### config.mk
export PLATFORM = sky130hd
export DESIGN_NAME = axi_write_engine
export DESIGN_NICKNAME = d
export VERILOG_FILES = /design/src/verilog/buffer_pkg.sv /design/src/verilog/axi_pkg.sv /design/src/verilog/axi_write_engine.sv
export SDC_FILE = /design/constraint.sdc
export NUM_CORES = 1
export LEC_CHECK = 0
export BUFFER_PORTS_ARGS = -buffer_cell sky130_fd_sc_hd__buf_2
export CAP_MARGIN = 20
export CORE_UTILIZATION = 47
export CTS_BUF_LIST = sky130_fd_sc_hd__clkbuf_16
export CTS_CLUSTER_DIAMETER = 80
export CTS_CLUSTER_SIZE = 14
export DETAILED_ROUTE_END_ITERATION = 10
export GPL_TIMING_DRIVEN = 1
export PLACE_DENSITY_LB_ADDON = 0.2
export SYNTH_ARGS = -nofsm -noshare
export SYNTH_HDL_FRONTEND = slang
export SYNTH_SLANG_ARGS = --single-unit
export TNS_END_PERCENT = 5
### constraint.sdc
create_clock -name aclk -period 3.8 [get_ports aclk]
set_input_delay 0 -clock aclk [delete_from_list [all_inputs] [get_ports aclk]]
set_output_delay 0 -clock aclk [all_outputs]
set_load 0.1 [all_outputs]
### src/verilog/buffer_pkg.sv
package buffer_pkg;

  // word-interleaved banks
  localparam int num_banks  = 4;
  localparam int bank_w     = 2;
  localparam int bank_depth = 256;
  localparam int row_w      = 8;

  // byte address seen two ways
  // flat for the burst stepping math, fields for bank and row decode
  // top 4 bits are ignored so the buffer repeats every 4 KB
  typedef union packed {
    logic [15:0] flat;
    struct packed {
      logic [3:0]        alias_bits;
      logic [row_w-1:0]  row;
      logic [bank_w-1:0] bank;
      logic [1:0]        offset;
    } f;
  } buf_addr_t;

endpackage

### src/verilog/axi_pkg.sv
package axi_pkg;

  // bus geometry
  localparam int data_w     = 32;
  localparam int addr_w     = 16;
  localparam int id_w       = 4;
  localparam int len_w      = 8;
  localparam int beat_bytes = 4;

  // burst type codes as carried on aw_burst / ar_burst
  typedef logic [1:0] burst_t;

  localparam burst_t burst_fixed = 2'b00;
  localparam burst_t burst_incr  = 2'b01;
  localparam burst_t burst_wrap  = 2'b10;
  localparam burst_t burst_rsvd  = 2'b11;

  // response codes, only okay is ever returned
  typedef logic [1:0] resp_t;

  localparam resp_t resp_okay = 2'b00;

  // byte address of the beat that follows addr within a burst
  function automatic logic [addr_w-1:0] next_beat_addr(
    input logic [addr_w-1:0] addr,
    input burst_t            burst,
    input logic [len_w-1:0]  len
  );
    logic [addr_w-1:0] aligned;
    logic [addr_w-1:0] incr;
    logic [addr_w-1:0] wrap_mask;
    aligned   = addr & ~addr_w'(beat_bytes - 1);
    incr      = aligned + addr_w'(beat_bytes);
    // wrap block is (len + 1) beats, a power of two for legal wrap bursts
    wrap_mask = (addr_w'(len) + addr_w'(1)) * addr_w'(beat_bytes) - addr_w'(1);
    case (burst)
      burst_fixed: return addr;
      burst_wrap:  return (aligned & ~wrap_mask) | (incr & wrap_mask);
      burst_incr:  return incr;
      // reserved type steps like incr
      default:     return incr;
    endcase
  endfunction

endpackage
### src/verilog/axi_write_engine.sv
`timescale 1ns/1ps

module axi_write_engine
  import axi_pkg::*, buffer_pkg::*;
(
  input  logic                 aclk,
  input  logic                 aresetn,
  input  buf_addr_t            aw_addr,
  input  logic [len_w-1:0]     aw_len,
  input  burst_t               aw_burst,
  input  logic [id_w-1:0]      aw_id,
  input  logic                 aw_valid,
  output logic                 aw_ready,
  input  logic [data_w-1:0]    w_data,
  input  logic                 w_last,
  input  logic                 w_valid,
  output logic                 w_ready,
  output resp_t                b_resp,
  output logic [id_w-1:0]      b_id,
  output logic                 b_valid,
  input  logic                 b_ready,
  input  logic                 rd_busy,
  output logic                 wr_busy,
  output logic [num_banks-1:0] bank_wr_en,
  output logic [row_w-1:0]     bank_wr_row,
  output logic [data_w-1:0]    bank_wr_data
);

  buf_addr_t        wr_addr;
  logic [len_w-1:0] wr_len;
  burst_t           wr_burst;
  logic             wr_idle;
  logic             w_beat;

  // FSM state lives in the handshake flags
  // idle: neither, data: w_ready, response: b_valid
  assign wr_idle = !aw_ready && !w_ready && !b_valid;
  assign w_beat  = w_ready && w_valid;

  // a pending aw_valid already counts, so writes win a tie with reads
  assign wr_busy = aw_valid || !wr_idle;

  assign b_resp = resp_okay;

  always_ff @(posedge aclk) begin
    if (!aresetn) begin
      aw_ready <= 1'b0;
      w_ready  <= 1'b0;
      b_valid  <= 1'b0;
    end else begin
      // single cycle ready pulse
      aw_ready <= 1'b0;
      if (aw_ready && aw_valid) begin
        w_ready <= 1'b1;
      end else if (wr_idle && aw_valid && !rd_busy) begin
        aw_ready <= 1'b1;
      end
      if (w_beat && w_last) begin
        w_ready <= 1'b0;
        b_valid <= 1'b1;
      end
      if (b_valid && b_ready) begin
        b_valid <= 1'b0;
      end
    end
  end

  // burst fields, stepped once per accepted beat
  always_ff @(posedge aclk) begin
    if (aw_ready && aw_valid) begin
      wr_addr  <= aw_addr;
      wr_len   <= aw_len;
      wr_burst <= aw_burst;
      b_id     <= aw_id;
    end else if (w_beat) begin
      wr_addr.flat <= next_beat_addr(wr_addr.flat, wr_burst, wr_len);
    end
  end

  // bank select from the current beat address
  always_comb begin
    for (int i = 0; i < num_banks; i++) begin
      bank_wr_en[i] = w_beat && (wr_addr.f.bank == bank_w'(i));
    end
  end

  assign bank_wr_row  = wr_addr.f.row;
  assign bank_wr_data = w_data;

endmodule

==> results of run 1 <==
-- worst min-delay path by stage --
stage,endpoint,cells past startpoint,slack [ps]
after floorplan,b_id[0]$_DFFE_PP_,0,100
after global placement,bank_wr_data[25],0,0.7
after detailed placement,bank_wr_data[25],0,0.7
after CTS,bank_wr_data[25],0,0.7
after global routing,bank_wr_data[24],0,0.2
final,bank_wr_data[19],0,0.03
-- synthesized netlist by cell type, drive strengths merged (3+ instances only) --
cell / instances / area, sq um
xnor2: 8 / 70.1
nand2b: 3 / 18.8
edfxtp: 24 / 721
a21oi: 11 / 55.1
nor2: 13 / 48.8
nor3: 5 / 30.0
nand3: 11 / 60.1
and3: 7 / 43.8
buf: 42 / 315
inv: 5 / 18.8
a211oi: 4 / 35.0
or2: 3 / 18.8
dfxtp: 3 / 60.1
nand2: 14 / 52.6
xor2: 8 / 70.1
o21ai: 6 / 30.0
ha: 5 / 62.6
a21o: 3 / 22.5
and2: 3 / 18.8
-- cells by family after synthesis --
family	after synthesis
muxes	2
xor gates and xnor gates	16
other	1
and+or+nand+nor	70
AOI/OAI and AO/OA	37
buffers and inverters	49
adders and majority gates	5
DFF	27
-- cell type report --
cell class / instances / area (sq um) / share of cell area (%)
multi-input cells: 132 / 890 / 39.5
flip-flops and latches: 27 / 781 / 34.7
repair buffers: 67 / 418 / 18.6
clock buffers: 3 / 75.1 / 3.33
well taps: 50 / 62.6 / 2.78
inverters: 5 / 18.8 / 0.833
clock inverters: 1 / 7.51 / 0.333
-- power by group --
group	switching, mW	internal [mW]	leakage [nW]	total (mW)
Combinational	0.0697	0.0387	0.657	0.108
Sequential	0.00719	0.330	0.243	0.337
Clock	0.0988	0.143	0.0371	0.242
-- timing repair --
item,in CTS,in global routing
hold buffers,16,0
setup buffers,0,0
endpoints found under the hold margin,16,0
-- routing by layer --
metal  vias to the layer above  global-route usage, %
li1                        758                      -
met1                       669                   19.7
met2                        68                   33.9
met3                        18                   5.91
met4                         0                   11.7
met5                         -                      0
==> impl_metrics.ini, run 1 <==
[route]
top_layer_used = met4
route.met2.wl_mm = 2.00
wl_met1_mm = 1.56
drtPass1Iterations = 4
drc = 0
wl_met3_um = 369
viasPerCell = 5.31
vias = 1513
final_antenna_net_count = 0
drt_iter0_drc = 81
drt-total-wl_mm = 4.11
wl_per_cell_um = 14.4

[floorplan]
coreArea_sq_um = 4060
die_w_um = 67.4
io_pins = 123
die-area_sq_um = 4540
start_util_pct = 49.5
die_h_um = 67.4
rows = 23

[setup_path]
crit_fanout = 8
r2r-start = wr_len[0]$_DFFE_PP_
cp_top_family = flip-flops
path_buf_inv = 0
slowest_stage = edfxtp_1
max_stage_delay_ps = 510
cp.required_ps = 3770
end_kind = flop
crit_chain = ha_1 -> nand2b_1 -> or3_4 -> o22ai_4 -> xnor2_1 -> a21oi_1
arrival_ps = 2210
rr_worst_depth = 6
start_kind = flop
path_depth = 6
path_class = flop to flop
startpoint = wr_len[0]$_DFFE_PP_
reg2reg_slack_ps = 1560

[clocking]
cts_resized = 0
clk_pin_slew_ps = 70
cts_root_buffer = clkbuf_16
cts_tree = done
numCtsBuffers = 3
cts_max_path_buffers = 2
insertion_delay_ps = 260
h-tree-depth = 1
cts.sinks = 27

[layout]
layout_common_cells = buf_2, edfxtp_1, dlygate4sd3_1
fillers = 366
drive_above_1_share_pct = 26.8
instances_no_fill = 285
final_cell_area_sq_um = 2250
synthToLayoutAreaGrowth_pct = 12.1
nNetsFinal = 310
final_util_pct = 55.5
diodes = 0
final_common_cell = buf_2

[synth]
ys_ff_latch = 27
synth_top_family_by_area = simple AND/OR/NAND/NOR gates
ys_seq_area_share_pct = 38.9
synth_simple_gate_area_share_pct = 19.5
synth_area_per_cell_sq_um = 9.70
yosysWarnings = 0
synthAdderAreaFrac_pct = 3.12
synth_compound_area_share_pct = 13.3
synth_edf_count = 24
ys.flop_type = edfxtp_1
synth_xor_area_share_pct = 6.98
synth-async-reset-ratio_pct = 0
synth_cell_types = 49
synth_mux_area_share_pct = 0.997
netlist_area_sq_um = 2010
synthCells = 207

[timing]
worstMarginPinSlew_ps = 588
whs_ps = 0.0279
slew_violations = 0
rsz0062_at_grt = false
final.setup_skew_ps = 2.66
min_period_ps = 2240
fin_crit_sh_pct = 58.8
finalSetupViolCount = 0
fin_setup_tns_ps = 0
slew_headroom_pct = 60.7
setup_ws_ps = 1560
timing.fmax_ghz = 0.447
hold_violations = 0

[grt]
grt-ovfl-total = 0
grt_pass1_wl_mm = 6.36
grt_max_degree = 29
first_global_vias = 1392
grt_use_total_pct = 19.2
grt_antenna_before_repair = 0

[power]
power.density_nw_per_um2 = 305
peakVddDrop_mv = 0.276
fin_total_pwr_mw = 0.688
cellLeakagePower_nw = 0.937

[placement]
place_ws_ps = 1570
routabilityCongestion = 0.774
placed_cells = 265
hpwl_mm = 3.20
io_buffers = 50
placed_cell_area_sq_um = 2010

[min_path]
hold_class = input port to output port
min-delay-start = w_data[19]

[outcome]
outcome = completed

[run]
maxCapViolCount = 0
(Power assumes the default switching activity.)
==> inputs of run 2 (changes only) <==
- CORE_UTILIZATION: 47 -> 43
- clock period: 3.8 -> 2.22 ns (I/O delays scaled with it)
==> run 2 against run 1 <==
  * Final cell count increased by 3.5%
  * Global-route usage decreased by 2.0 points
  * Utilization decreased by 3.0 points
  * Clock skew increased by 2.7 ps
  * Cell area increased by 2.9%
  * Worst hold slack about the same
  * Combinational power increased by 77%
  * Critical path type unchanged
==> impl_metrics.ini, run 2 (synthesis gave the netlist of run 1 again) <==
[setup_path]
path_buf_inv = 0
cp.required_ps = 2200
crit_fanout = 6
start_kind = flop
slowest_stage = edfxtp_1
max_stage_delay_ps = 390
path_class = flop to flop
arrival_ps = 2030
rr_worst_depth = 6
cp_top_family = simple AND/OR/NAND/NOR gates
end_kind = flop
path_depth = 6
crit_chain = ha_1 -> nand2b_1 -> or3_4 -> o22ai_4 -> xnor2_1 -> a21oi_1
reg2reg_slack_ps = 160

[route]
drt-total-wl_mm = 3.94
vias = 1506
drc = 0
wl_per_cell_um = 13.4
viasPerCell = 5.11
drtPass1Iterations = 4
drt_iter0_drc = 149
final_antenna_net_count = 0

[grt]
grt-ovfl-total = 0
grt_max_degree = 20
first_global_vias = 1507
grt_pass1_wl_mm = 6.71
grt_use_total_pct = 17.2
grt_antenna_before_repair = 0

[placement]
routabilityCongestion = 0.748
io_buffers = 50
hpwl_mm = 2.92
placed_cells = 274

[power]
cellLeakagePower_nw = 0.973
clkPwrFrac_pct = 35.7
power_frac_comb_pct = 16.0
power.density_nw_per_um2 = 515
p_int_mw = 0.881
pwr-share-seq_pct = 48.2
sw_frac_of_total_pct = 26.2
p_sw_mw = 0.313
peakVddDrop_mv = 0.313

[outcome]
outcome = completed

[layout]
drive_above_1_share_pct = 29.2
synthToLayoutAreaGrowth_pct = 15.5
layout_common_cells = buf_2, edfxtp_1, dlygate4sd3_1
final_common_cell = buf_2
fillers = 417
instances_no_fill = 295
diodes = 0
nNetsFinal = 318

[timing]
fin_crit_sh_pct = 92.6
slew_headroom_pct = 59.9
rsz0062_at_grt = false
final.setup_skew_ps = 5.33
finalSetupViolCount = 0
fin_setup_tns_ps = 0
min_period_ps = 2060
timing.fmax_ghz = 0.486
slew_violations = 0
worstMarginPinSlew_ps = 599
hold_violations = 0

[clocking]
cts_root_buffer = clkbuf_16
cts.sinks = 27
cts_tree = done
h-tree-depth = 1
cts_max_path_buffers = 2
clk_pin_slew_ps = 70
insertion_delay_ps = 270
numCtsBuffers = 3

[floorplan]
die_w_um = 70.3
coreArea_sq_um = 4410
die_h_um = 70.3
start_util_pct = 45.5
io_pins = 123
die-area_sq_um = 4950
rows = 24

[min_path]
hold_class = input port to output port
hold_depth = 0

[run]
maxCapViolCount = 0
## run 2: cell type report
cell class	count	area (sq um)	area share, %
Inverter	5	18.8	0.809
Timing Repair Buffer	75	480	20.7
Clock buffer	3	75.1	3.24
Multi-Input combinational cell	132	890	38.4
Tap cell	52	65.1	2.81
Sequential cell	27	782	33.7
Clock inverter	1	7.51	0.324
## run 2: power groups by stage
stage               Clock (mW)  Combinational (mW)  Sequential, mW
finish                   0.427               0.191           0.576
detailed placement           0               0.169           0.587
global route             0.452               0.206           0.577
global placement             0               0.167           0.587
CTS                      0.433               0.191           0.576
floorplan                    0               0.378           0.606
## run 2: metal layers
layer	GRT usage, %	share of wire (%)
met1	19.3	42
met2	31.2	49
met3	4.04	7.2
met4	6.44	1.4
met5	0	0
## run 2: path summary, 6_finish.rpt
kind / start / end
worst max register to register: wr_len[0]$_DFFE_PP_ / flop
worst min register to register: aw_ready$_SDFF_PP0_ / aw_ready$_SDFF_PP0_
worst min-delay path: w_data[19] / bank_wr_data[19]
worst max-delay path: wr_len[0]$_DFFE_PP_ / flop
## run 2: through the flow
stage | hold WS [ps] | setup slack, ps | power [mW] | instance area (sq um) | util, %
2_1_floorplan | 98.9 | 139 | 0.984 | 2010 | -
3_3_place_gp | 0.681 | 195 | 0.754 | 2070 | 46.8
3_5_place_dp | 0.681 | 176 | 0.756 | 2070 | 46.8
4_1_cts | 0.681 | 163 | 1.20 | 2320 | 52.5
5_1_grt | 0.145 | 22.2 | 1.23 | 2320 | 52.5
6_report | 0.0337 | 164 | 1.19 | 2320 | 52.5
## run 2: timing repair
item	in CTS	in global routing
setup endpoints to repair	0	0
hold endpoints to repair	17	0
gates resized for setup	0	0
setup buffers	0	0
hold buffers	17	0
==> inputs of run 3 (changes only) <==
- HOLD_SLACK_MARGIN: unset -> 0.1
==> run 3 against run 2 <==
  * Final cell count increased by 14%
  * Global-route usage up 1.2 points
  * Die area is the same
  * First-iteration DRC count shrank 30%
  * Fmax down 0.23%
  * Register-to-register slack about the same
  * Sequential cell count unchanged
  * Worst hold slack better by 110 ps
  * Clock-buffer cell count stayed put
  * Utilization is 9.5 points higher
  * Cell area rose by 18%
  * Sequential share of layout area is 5.2 points lower
==> impl_metrics.ini, run 3 (synthesis gave the netlist of run 1 again) <==
[grt]
grt_pass1_wl_mm = 7.22
grt_max_degree = 20
grt-ovfl-total = 0
grt_antenna_before_repair = 0
first_global_vias = 1633
grt_use_total_pct = 18.5

[setup_path]
start_kind = flop
cp.required_ps = 2200
path_class = flop to flop
arrival_ps = 2040
end_kind = flop
rr_worst_depth = 6
crit_fanout = 6

[clocking]
cts_max_path_buffers = 2
cts_resized = 0
post_cts_buffers = 0
cts_tree = done
clk_pin_slew_ps = 70
h-tree-depth = 1
numCtsBuffers = 3
hold_buffers = 59
insertion_delay_ps = 270
cts_root_buffer = clkbuf_16
cts.sinks = 27

[power]
peakVddDrop_mv = 0.317
clkPwrFrac_pct = 28.9
fin_total_pwr_mw = 1.48
cellLeakagePower_nw = 1.15
p_int_mw = 0.929
power_frac_comb_pct = 32.3
sw_frac_of_total_pct = 37.3
p_sw_mw = 0.552
pwr-share-seq_pct = 38.9
power.density_nw_per_um2 = 541

[floorplan]
die-area_sq_um = 4950
die_w_um = 70.3
rows = 24
die_h_um = 70.3
io_pins = 123
coreArea_sq_um = 4410
start_util_pct = 45.5

[min_path]
hold_class = input port to flop
hold_depth = 3

[layout]
drive_above_1_share_pct = 24.9
seq_area_sq_um = 782
fillers = 383
final_common_cell = dlygate4sd3_1
layout_common_cells = dlygate4sd3_1, buf_2, edfxtp_1
diodes = 0
multiInputGateArea_sq_um = 890
synthToLayoutAreaGrowth_pct = 36.4
nNetsFinal = 360

[route]
final_antenna_net_count = 0
drt-total-wl_mm = 4.38
drc = 0
vias = 1691
drtPass1Iterations = 4
viasPerCell = 5.02
drt_iter0_drc = 104
wl_per_cell_um = 13.0

[placement]
hpwl_mm = 2.92
routabilityCongestion = 0.748
io_buffers = 50

[timing]
finalSetupViolCount = 0
rsz0062_at_grt = false
slew_violations = 0
min_period_ps = 2060
worstMarginPinSlew_ps = 990
fin_crit_sh_pct = 92.8
final.setup_skew_ps = 6.82
hold_violations = 0
fin_setup_tns_ps = 0
slew_headroom_pct = 33.8
timing.fmax_ghz = 0.485

[run]
maxCapViolCount = 0

[outcome]
outcome = completed
## run 3: cell count changes in the layout (fill, tap and decap cells not counted)
cell	before	now
dlygate4sd3_1	17	59
## run 3: worst paths after layout
path | startpoint | endpoint | slack, ps
worst max-delay path | wr_len[0]$_DFFE_PP_ | flop | 160
worst min-delay path | w_valid | w_ready$_SDFFE_PP0P_ | 110
worst max register to register | wr_len[0]$_DFFE_PP_ | flop | 160
worst min register to register | aw_ready$_SDFF_PP0_ | aw_ready$_SDFF_PP0_ | 450
## run 3: critical path, stage by stage, from the launching register on
cell and delay (ps):
edfxtp_1 390, ha_1 330, nand2b_1 160, or3_4 340
o22ai_4 240, xnor2_1 140, a21oi_1 180
## run 3: final cells by class
| type | instances | share of cell area, % |
|---|---|---|
| inverter | 5 | 0.685 |
| multi-input combinational | 132 | 32.5 |
| clock inverter | 1 | 0.274 |
| clock buffer | 3 | 2.74 |
| timing repair buffer | 117 | 32.9 |
| sequential | 27 | 28.6 |
| tap | 52 | 2.38 |
## run 3: power by group through the flow
stage | combinational [mW] | clock [mW] | sequential, mW
after floorplan | 0.378 | 0 | 0.606
after global placement | 0.167 | 0 | 0.587
after detailed placement | 0.169 | 0 | 0.587
after CTS | 0.476 | 0.433 | 0.576
after global routing | 0.496 | 0.452 | 0.577
final | 0.477 | 0.427 | 0.576
## run 3: routing by layer
layer	up-vias	global-route usage, %	routed length, um
li1	853	-	-
met1	748	20.2	1750
met2	83	35.0	2250
met3	7	3.46	309
met4	0	6.22	76
met5	-	0	0
## run 3: through the flow
stage / hold slack (ps) / utilization [%] / setup slack, ps / std cells / area [sq um]
2_1_floorplan: 98.9 / - / 139 / 208 / 2010
3_3_place_gp: 0.681 / 46.8 / 195 / 274 / 2070
3_5_place_dp: 0.681 / 46.8 / 176 / 274 / 2070
4_1_cts: 113 / 62.0 / 163 / 337 / 2740
5_1_grt: 151 / 62.0 / 22.5 / 337 / 2740
6_report: 112 / 62.0 / 159 / 337 / 2740
