==> config.mk <==
export PLATFORM = sky130hd
export DESIGN_NAME = axi_read_engine
export DESIGN_NICKNAME = d
export VERILOG_FILES = /design/src/verilog/buffer_pkg.sv /design/src/verilog/axi_pkg.sv /design/src/verilog/axi_read_engine.sv
export SDC_FILE = /design/constraint.sdc
export NUM_CORES = 1
export LEC_CHECK = 0
export BUFFER_PORTS_ARGS = -buffer_cell sky130_fd_sc_hd__buf_2
export CORE_ASPECT_RATIO = 1.5
export CORE_MARGIN = 10
export CORE_UTILIZATION = 35
export CTS_CLUSTER_DIAMETER = 50
export CTS_CLUSTER_SIZE = 24
export DETAILED_ROUTE_END_ITERATION = 6
export PLACE_DENSITY = 0.73
export SYNTH_ARGS = -nofsm -noshare
export SYNTH_HDL_FRONTEND = slang
export SYNTH_SLANG_ARGS = --single-unit
==> constraint.sdc <==
create_clock -name aclk -period 2.3 [get_ports aclk]
set_clock_uncertainty 0.1 [all_clocks]
set_input_delay 0.575 -clock aclk [delete_from_list [all_inputs] [get_ports aclk]]
set_output_delay 0.575 -clock aclk [all_outputs]
set_load 0.005 [all_outputs]
==> src/verilog/buffer_pkg.sv <==
package buffer_pkg;

  // word-interleaved banks
  localparam int num_banks  = 4;
  localparam int bank_w     = 2;
  localparam int bank_depth = 256;
  localparam int row_w      = 8;

  // byte address seen two ways
  // flat for the burst stepping math, fields for bank and row decode
  // top 4 bits are ignored so the buffer repeats every 4 KB
  typedef union packed {
    logic [15:0] flat;
    struct packed {
      logic [3:0]        alias_bits;
      logic [row_w-1:0]  row;
      logic [bank_w-1:0] bank;
      logic [1:0]        offset;
    } f;
  } buf_addr_t;

endpackage

==> src/verilog/axi_pkg.sv <==
package axi_pkg;

  // bus geometry
  localparam int data_w     = 32;
  localparam int addr_w     = 16;
  localparam int id_w       = 4;
  localparam int len_w      = 8;
  localparam int beat_bytes = 4;

  // burst type codes as carried on aw_burst / ar_burst
  typedef logic [1:0] burst_t;

  localparam burst_t burst_fixed = 2'b00;
  localparam burst_t burst_incr  = 2'b01;
  localparam burst_t burst_wrap  = 2'b10;
  localparam burst_t burst_rsvd  = 2'b11;

  // response codes, only okay is ever returned
  typedef logic [1:0] resp_t;

  localparam resp_t resp_okay = 2'b00;

  // byte address of the beat that follows addr within a burst
  function automatic logic [addr_w-1:0] next_beat_addr(
    input logic [addr_w-1:0] addr,
    input burst_t            burst,
    input logic [len_w-1:0]  len
  );
    logic [addr_w-1:0] aligned;
    logic [addr_w-1:0] incr;
    logic [addr_w-1:0] wrap_mask;
    aligned   = addr & ~addr_w'(beat_bytes - 1);
    incr      = aligned + addr_w'(beat_bytes);
    // wrap block is (len + 1) beats, a power of two for legal wrap bursts
    wrap_mask = (addr_w'(len) + addr_w'(1)) * addr_w'(beat_bytes) - addr_w'(1);
    case (burst)
      burst_fixed: return addr;
      burst_wrap:  return (aligned & ~wrap_mask) | (incr & wrap_mask);
      burst_incr:  return incr;
      // reserved type steps like incr
      default:     return incr;
    endcase
  endfunction

endpackage
==> src/verilog/axi_read_engine.sv <==
`timescale 1ns/1ps

module axi_read_engine
  import axi_pkg::*, buffer_pkg::*;
(
  input  logic              aclk,
  input  logic              aresetn,
  input  buf_addr_t         ar_addr,
  input  logic [len_w-1:0]  ar_len,
  input  burst_t            ar_burst,
  input  logic [id_w-1:0]   ar_id,
  input  logic              ar_valid,
  output logic              ar_ready,
  output logic [data_w-1:0] r_data,
  output resp_t             r_resp,
  output logic              r_last,
  output logic [id_w-1:0]   r_id,
  output logic              r_valid,
  input  logic              r_ready,
  input  logic              wr_busy,
  output logic              rd_busy,
  output logic              bank_rd_en,
  output logic [row_w-1:0]  bank_rd_row,
  input  logic [data_w-1:0] bank_rd_data [num_banks]
);

  buf_addr_t         rd_addr;
  logic [len_w-1:0]  rd_len;
  burst_t            rd_burst;
  logic [len_w-1:0]  beat_cnt;
  logic [bank_w-1:0] rd_bank;
  logic              fetching;
  logic              r_beat;

  // FSM: idle, fetch (one cycle bank read), present (r_valid until r_ready)
  assign rd_busy = ar_ready || fetching || r_valid;
  assign r_beat  = r_valid && r_ready;

  assign r_resp = resp_okay;

  always_ff @(posedge aclk) begin
    if (!aresetn) begin
      ar_ready <= 1'b0;
      fetching <= 1'b0;
      r_valid  <= 1'b0;
      r_last   <= 1'b0;
    end else begin
      ar_ready <= 1'b0;
      if (ar_ready && ar_valid) begin
        fetching <= 1'b1;
      end else if (!rd_busy && ar_valid && !wr_busy) begin
        ar_ready <= 1'b1;
      end
      // bank data is registered now, present it
      if (fetching) begin
        fetching <= 1'b0;
        r_valid  <= 1'b1;
        r_last   <= (beat_cnt == rd_len);
      end
      if (r_beat) begin
        r_valid  <= 1'b0;
        r_last   <= 1'b0;
        fetching <= !r_last;
      end
    end
  end

  always_ff @(posedge aclk) begin
    if (ar_ready && ar_valid) begin
      rd_addr  <= ar_addr;
      rd_len   <= ar_len;
      rd_burst <= ar_burst;
      r_id     <= ar_id;
      beat_cnt <= '0;
    end else if (r_beat) begin
      rd_addr.flat <= next_beat_addr(rd_addr.flat, rd_burst, rd_len);
      beat_cnt     <= beat_cnt + 1'b1;
    end
  end

  // remember which bank answers the pending fetch
  always_ff @(posedge aclk) begin
    if (fetching) begin
      rd_bank <= rd_addr.f.bank;
    end
  end

  // every bank reads the same row, the mux picks one
  assign bank_rd_en  = fetching;
  assign bank_rd_row = rd_addr.f.row;
  assign r_data      = bank_rd_data[rd_bank];

endmodule

==> summary.md, run 1 <==
The signal on the critical path passes through buf_6 > buf_12 > mux4_2 > buf_6. The tools report the final hold violation count as 0. For the worst-skew pair, the clock arrives at the later sink with an insertion delay of 280 ps.

Summed over all failing endpoints, the final setup total negative slack is 0 ps. The placeable core area was 8410 um2. The tools report the overall via count from detail_route as 2970. The worst register-to-register path begins at rd_len[0].

The per-cell routed wire length was 21.2 um. For this run, the detailed router's first-pass iteration total came to 4. The worst path needs 2260 ps of the cycle, external delays included. The number of synthesized flops with an enable pin came out at 26. Setup repair after global routing could not meet its margin everywhere. The floorplan has 41 rows.

In the routed layout, each cell is associated on average with a via count of 5.19. STA classifies the critical path endpoint as a primary output. In this run the static leakage power is 0.00200 uW. The die covers 12700 um2. The worst-case vdd ir drop came out at 0.556 mV. The tools report the number of hold-repair buffers added at the cts stage as 0. The total of warnings raised by yosys is 0.

Dividing the final minimum period by the clock period gives 98.4%. The worst setup path is of the flop to primary output kind. The global-route usage over all layers is 17.7%. Die height: 133 um. Buffers placed on the I/O ports in this run total 205. Cells with a size suffix above 1 make up 59.0% of the layout. Synthesis produced 258 cells. CTS built an H-tree with a depth of 2. The die is 95.6 um wide. The net count reported at finish was 628; the biggest cell delay along the critical path was 550 ps. In this design, the critical path's most frequently occurring cell is sky130_fd_sc_hd__buf_6. For this run, the register share of the synthesized area comes to 34.0%. For the core utilization of the finished layout, the log shows 52.6%.

TritonCTS built the clock tree. Setup slack on the critical path of the routed design comes to 35.7 ps. The first global-routing pass estimated 17400 um of wire. The worst setup path is launched from a flop. Summing all multi-input logic gate instances after layout gives 1810 um2.

The run gives 111 as the DRC marker count from the first detailed-route iteration. The worst hold path begins at wr_busy. The number of remaining DRC errors was 0. The logs give 120 ps for the setup slack after placement and 0 for the number of failing setup endpoints in the final timing report.

Clock transition at the registers of the reported paths: 60 ps. The number of fill cells in the layout came out at 776. STA puts the critical path data required time at 1620 ps.

The flow ran to the end, and the final reports show no timing, DRC or antenna violations. Once the floorplan was initialized, standard cells occupied 35.6% of the core. In the synthesized netlist the dominant register cell turns out to be sky130_fd_sc_hd__edfxtp_1. Buffers inserted during clock tree synthesis total 5. Final-report max-slew violation count: 0. Counting flops and latches in the post-synthesis netlist gives 38. Of all flip-flops after synthesis, the portion carrying an async set or reset was 0%.

At the end of routability-driven placement, the weighted congestion stood at 0.989. The via count of the first global-routing pass is 3166, and the power per cell area is 448 nW/um2. A synthesized cell averages 11.6 um2. After layout, the design draws a total of 1980 uW. The post-route antenna net violation count is 0, and the data arrival time of the critical path is 1590 ps. The cell area that synthesis handed to floorplanning was 3000 um2. The pin count of the biggest net entering global routing came out at 36.

Number of I/O pins: 214. After global routing the overflow that remains totals 0. The initial antenna violation count was 2; the area growth from synthesis to layout was 47.5%. The worst-path maximum fanout is 6, and the footprint of the flip-flops and latches is 1020 um2. CTS placed an instance of sky130_fd_sc_hd__clkbuf_16 at the clock tree root.

In this run the deepest clock path goes through 2 buffers. Static timing analysis puts the maximum clock frequency at 442 MHz. Launch point of the worst path: rd_bank[0].

The critical path's slowest cell was sky130_fd_sc_hd__mux4_2. The tools report the number of sinks handled by clock tree synthesis as 38. The number of unique standard cell types used by synthesis was 52; the total wire length after detailed routing was 12100 um. The max-cap violation count is 0.

The wire-length estimate of the detail-placed layout is 10400 um. The worst hold path belongs to the class input pin to flop.
synth_stat cells (2+ instances only):
cell	number	area, um2
sky130_fd_sc_hd__nand3_1	6	30.0
sky130_fd_sc_hd__and2_1	2	12.5
sky130_fd_sc_hd__dfxtp_1	12	240
sky130_fd_sc_hd__clkbuf_1	7	26.3
sky130_fd_sc_hd__nand2b_1	2	12.5
sky130_fd_sc_hd__and3_1	3	18.8
sky130_fd_sc_hd__nor2_1	29	109
sky130_fd_sc_hd__buf_4	11	82.6
sky130_fd_sc_hd__mux4_2	32	721
sky130_fd_sc_hd__buf_6	3	33.8
sky130_fd_sc_hd__xnor2_1	9	78.8
sky130_fd_sc_hd__xor2_1	21	184
sky130_fd_sc_hd__nand2_1	17	63.8
sky130_fd_sc_hd__ha_1	3	37.5
sky130_fd_sc_hd__a21oi_1	8	40.0
sky130_fd_sc_hd__a21o_1	3	22.5
sky130_fd_sc_hd__o21ai_0	4	20.0
sky130_fd_sc_hd__a211oi_1	4	30.0
sky130_fd_sc_hd__nand4_1	3	18.8
sky130_fd_sc_hd__buf_1	2	7.51
sky130_fd_sc_hd__buf_2	3	15.0
sky130_fd_sc_hd__and4_1	4	35.0
sky130_fd_sc_hd__o211ai_1	2	15.0
sky130_fd_sc_hd__edfxtp_1	26	781
sky130_fd_sc_hd__nor3b_4	2	37.5
sky130_fd_sc_hd__a31oi_1	2	12.5
sky130_fd_sc_hd__nor4_1	2	12.5
sky130_fd_sc_hd__mux2i_1	2	20.0
sky130_fd_sc_hd__or3_1	4	25.0
sky130_fd_sc_hd__inv_1	2	7.51
sky130_fd_sc_hd__nor3_1	7	35.0
final cells by class:
cell class,instances,area share [%]
multi-input combinational,192,40.9
timing repair buffer,222,28.4
inverter,3,0.255
tap,107,3.03
sequential,38,23.1
clock buffer,8,4.27
antenna,2,0.113
placed cells by master, fill, tap and decap left out, types with 3 or more instances in the layout:
| master | instances |
|---|---|
| sky130_fd_sc_hd__nand2_1 | 17 |
| sky130_fd_sc_hd__buf_12 | 3 |
| sky130_fd_sc_hd__nor2_1 | 29 |
| sky130_fd_sc_hd__nand4_1 | 3 |
| sky130_fd_sc_hd__and4_1 | 4 |
| sky130_fd_sc_hd__nand3_1 | 6 |
| sky130_fd_sc_hd__a211oi_1 | 4 |
| sky130_fd_sc_hd__and3_1 | 3 |
| sky130_fd_sc_hd__a21oi_1 | 8 |
| sky130_fd_sc_hd__xnor2_1 | 9 |
| sky130_fd_sc_hd__edfxtp_1 | 26 |
| sky130_fd_sc_hd__buf_4 | 11 |
| sky130_fd_sc_hd__mux4_2 | 32 |
| sky130_fd_sc_hd__nor3_1 | 7 |
| sky130_fd_sc_hd__dfxtp_1 | 12 |
| sky130_fd_sc_hd__clkbuf_16 | 9 |
| sky130_fd_sc_hd__a21o_1 | 3 |
| sky130_fd_sc_hd__buf_2 | 201 |
| sky130_fd_sc_hd__xor2_1 | 21 |
| sky130_fd_sc_hd__or3_1 | 4 |
| sky130_fd_sc_hd__o21ai_0 | 4 |
| sky130_fd_sc_hd__buf_6 | 5 |
logic make-up after synthesis:
group / count (synthesis) / share of synthesized area [%]
adder cells (fa/ha/maj): 3 / 1.25
multiplexers: 35 / 25.1
buffers and inverters: 29 / 5.88
flip-flops: 38 / 34.0
AO/OA/AOI/OAI: 35 / 8.68
XOR/XNOR: 30 / 8.76
other: 1 / 0.125
AND/OR/NAND/NOR: 87 / 16.2
final timing paths:
path	endpoint	slack, ps	cells after the start
worst max-delay path	r_data[0]	40	4
worst min-delay path	ar_ready	360	2
worst max register to register	flop	160	6
worst min register to register	r_last	390	2
routing by layer:
layer  vias up  routed length (um)  GRT usage, %
li1       1395                   -             -
met2       154                6150          31.2
met3        21                1600          8.27
met4         0                 318          6.58
met5         -                   0             0
met1      1400                4050          17.3
critical path, delay by kind of cell, from the launching register on:
kind / cells / cell delay [ps]
buffers and inverters: 3 / 420
DFF: 1 / 340
muxes: 1 / 550
report_power, final:
group | switching [uW] | leakage (uW) | internal, uW
registers | 23.9 | 0.000333 | 753
logic | 150 | 0.00157 | 227
clock network | 264 | 0.0000935 | 563
per-stage QoR:
| stage | hold slack (ps) | cells | area (um2) |
|---|---|---|---|
| after floorplan | 373 | 259 | 3000 |
| after global placement | 370 | 559 | 4140 |
| after detailed placement | 384 | 559 | 4140 |
| after CTS | 351 | 567 | 4340 |
| after global routing | 361 | 572 | 4420 |
| final | 357 | 572 | 4420 |
repair_timing:
action / 4_1_cts / 5_1_grt
resized for setup: 2 / 6
gates cloned: 0 / 2
setup buffers: 0 / 1
setup endpoints to repair: 11 / 30
(Power assumes the default switching activity.)
==> inputs of run 2 (changes only) <==
--- a/config.mk
+++ b/config.mk
@@ -12,7 +12,9 @@
 export CTS_CLUSTER_DIAMETER = 50
 export CTS_CLUSTER_SIZE = 24
 export DETAILED_ROUTE_END_ITERATION = 6
+export GPL_ROUTABILITY_DRIVEN = 0
 export PLACE_DENSITY = 0.73
+export SETUP_SLACK_MARGIN = 0.1
 export SYNTH_ARGS = -nofsm -noshare
 export SYNTH_HDL_FRONTEND = slang
 export SYNTH_SLANG_ARGS = --single-unit
==> summary.md, run 2 (synthesis gave the netlist of run 1 again) <==
The run finished with clean final reports. The library cells used most frequently in the layout, excluding fill and tap cells, are sky130_fd_sc_hd__buf_2, sky130_fd_sc_hd__mux4_2, sky130_fd_sc_hd__nor2_1. The run gives 160 ps (about the same) as the worst setup slack for register-to-register paths. The period utilization was 99.6% (+1.1 points).

STA classifies the critical path endpoint as a primary output. The tools report the DRC marker count from the first detailed-route iteration as 113 (+1.8%). The logs give 18.0% (+0.25 points) for the global-route usage over all layers and 8410 um2 (unchanged) for the placeable core area. TritonCTS built the clock tree. The width of the die is 95.6 um (unchanged). The via-per-instance ratio works out to 5.23 (+0.82%). The logs give 214 (unchanged) for the number of I/O pins and 0 (unchanged) for the final-report max-slew violation count.

The capture point of the critical path is r_data[3]. The count of port buffers added during placement came out at 205 (unchanged). The logs give 3010 (+1.3%) for the overall via count from detail_route and 120 ps (+0.752 ps) for the setup slack after placement. The number of sinks handled by clock tree synthesis is 38 (unchanged). Initial antenna violation count: 2 (unchanged).

The cell occurring most often along the worst timing path is sky130_fd_sc_hd__buf_6. Worst min-delay path category: input pin to flop. The worst-case vdd ir drop came out at 0.641 mV (+15%). Per-cell routed wire length: 21.3 um (+0.69%). The clock transition at the registers of the reported paths is 60 ps (about the same), and the die height is 133 um (unchanged). The logs give 0 ps (unchanged) for the final total negative setup slack and 280 ps (about the same) for the latest clock arrival within the worst-skew pair. The final period demand of the worst path is 2290 ps (+25.4 ps), and the number of H-tree levels is 2 (unchanged). The number of failing setup endpoints in the final timing report is 0 (unchanged).

The number of remaining DRC errors is 0 (unchanged). The standard-cell row count was 41 (unchanged); the worst setup margin was 10.3 ps (-25.4 ps). For the standby leakage power, the log shows 0.00203 uW (+1.7%). Among all stages on the critical path, the largest delay is contributed by sky130_fd_sc_hd__mux4_2.

Number of cells on the worst reg-to-reg path: 6 (unchanged). In this run the worst setup path begins at rd_bank[0]. The root buffer cell chosen for the clock tree is sky130_fd_sc_hd__clkbuf_16.

STA classifies the critical path startpoint as a flop. The power per cell area is 442 nW/um2 (-1.3%), and the HPWL after detailed placement is 10400 um (-0.65%). The highest clock frequency the design can meet is 437 MHz (-1.1%). The pin count of the biggest net entering global routing is 36 (unchanged). The critical path goes through buf_6 > buf_12 > mux4_2 > buf_6. The net count reported at finish is 631 (+0.48%), and the number of hold-repair buffers added at the cts stage is 0 (unchanged). Data required time of the worst path: 1620 ps (about the same).

The core utilization of the finished layout is 53.9% (+1.3 points). Share of post-route cells with drive strength above 1: 59.7% (+0.69 points). The tools report the die area as 12700 um2 (unchanged).

The leading cell type in the layout, fill and taps excluded was sky130_fd_sc_hd__buf_2. The biggest cell delay along the critical path works out to 530 ps (-20 ps). In this run the critical register-to-register path is launched from rd_len[0].

The worst-path maximum fanout is 6 (unchanged). The total wire length after detailed routing is 12300 um (+1.2%), and the number of buffers created by CTS is 5 (unchanged). The critical setup path kind was flop to primary output.

The area growth from synthesis to layout was 51.1%; the effective utilization at floorplan was 35.6% (unchanged). The logs give 17800 um (+2.0%) for the wire length of the first global-routing pass and 0 (unchanged) for the sum of overflow across all layers after global routing. The final hold violation count was 0 (unchanged); the post-route antenna net violation count was 0 (unchanged).

For the maximum count of clock buffers along a single path, the log shows 2 (unchanged). The run gives 0 (unchanged) as the max-cap violation count. The data arrival time of the critical path came out at 1610 ps (+20 ps).

Setup repair after global routing could not meet its margin everywhere. The number of detailed-routing iterations run before antenna repair came out at 4 (unchanged). For the final worst hold slack, the log shows 357 ps (-0.592 ps). For the via count of the first global-routing pass, the log shows 3219 (+1.7%).
[run 2: cell types whose count changed in the layout (fill, tap and decap cells not counted), moves of 2 or more]
cell | previous run | this run
sky130_fd_sc_hd__buf_16 | 0 | 2
sky130_fd_sc_hd__buf_2 | 201 | 194
sky130_fd_sc_hd__buf_4 | 11 | 13
sky130_fd_sc_hd__buf_6 | 5 | 12
[run 2: power by group]
| part | total [uW] | internal (uW) | switching [uW] |
|---|---|---|---|
| Combinational | 393 | 239 | 154 |
| Clock | 833 | 563 | 270 |
| Sequential | 778 | 753 | 24.7 |
| Total | 2000 | 1560 | 449 |
[run 2: layout make-up]
type | instances | area, um2
Sequential cell | 38 | 1020
Clock buffer | 8 | 189
Fill cell | 749 | 3880
Inverter | 3 | 11.3
Antenna cell | 2 | 5.00
Timing Repair Buffer | 225 | 1340
Multi-Input combinational cell | 192 | 1830
Tap cell | 107 | 134
[run 2: routing by layer]
layer  track usage, %  vias up  part of all wire (%)
li1                 -     1402                     -
met1             18.3     1430                    34
met2             32.2      164                    52
met3             7.09       14                    12
met4             5.59        0                   1.5
met5                0        -                     0
[run 2: critical path, delay by kind of cell (launching register included)]
kind                   cells  cell delay (ps)
multiplexers               1              530
buffers and inverters      3              410
flip-flops                 1              380
[run 2: worst min-delay path by stage]
| stage | cells after the start | slack [ps] | startpoint | endpoint |
|---|---|---|---|---|
| 2_1_floorplan | 2 | 370 | beat_cnt[1] | beat_cnt[1] |
| 3_3_place_gp | 2 | 370 | r_last | r_last |
| 3_5_place_dp | 2 | 380 | r_last | r_last |
| 4_1_cts | 2 | 360 | wr_busy | ar_ready |
| 5_1_grt | 1 | 360 | ar_id[2] | r_id[2] |
| 6_report | 2 | 360 | wr_busy | ar_ready |
[run 2: timing repair]
| action | in CTS | in global routing |
|---|---|---|
| endpoints found under the hold margin | 0 | 0 |
| gates resized for setup | 21 | 5 |
| gates cloned | 2 | 1 |
| setup buffers | 3 | 1 |
| pin swaps | 0 | 0 |
| endpoints found under the setup margin | 32 | 37 |
[run 2: metrics by stage]
stage               total power [uW]  instance area (um2)  std cells
CTS                             2020                 4470        571
detailed placement              1160                 4130        558
global placement                1150                 4130        558
global route                    2080                 4530        575
floorplan                        941                 3000        259
finish                          2000                 4530        575
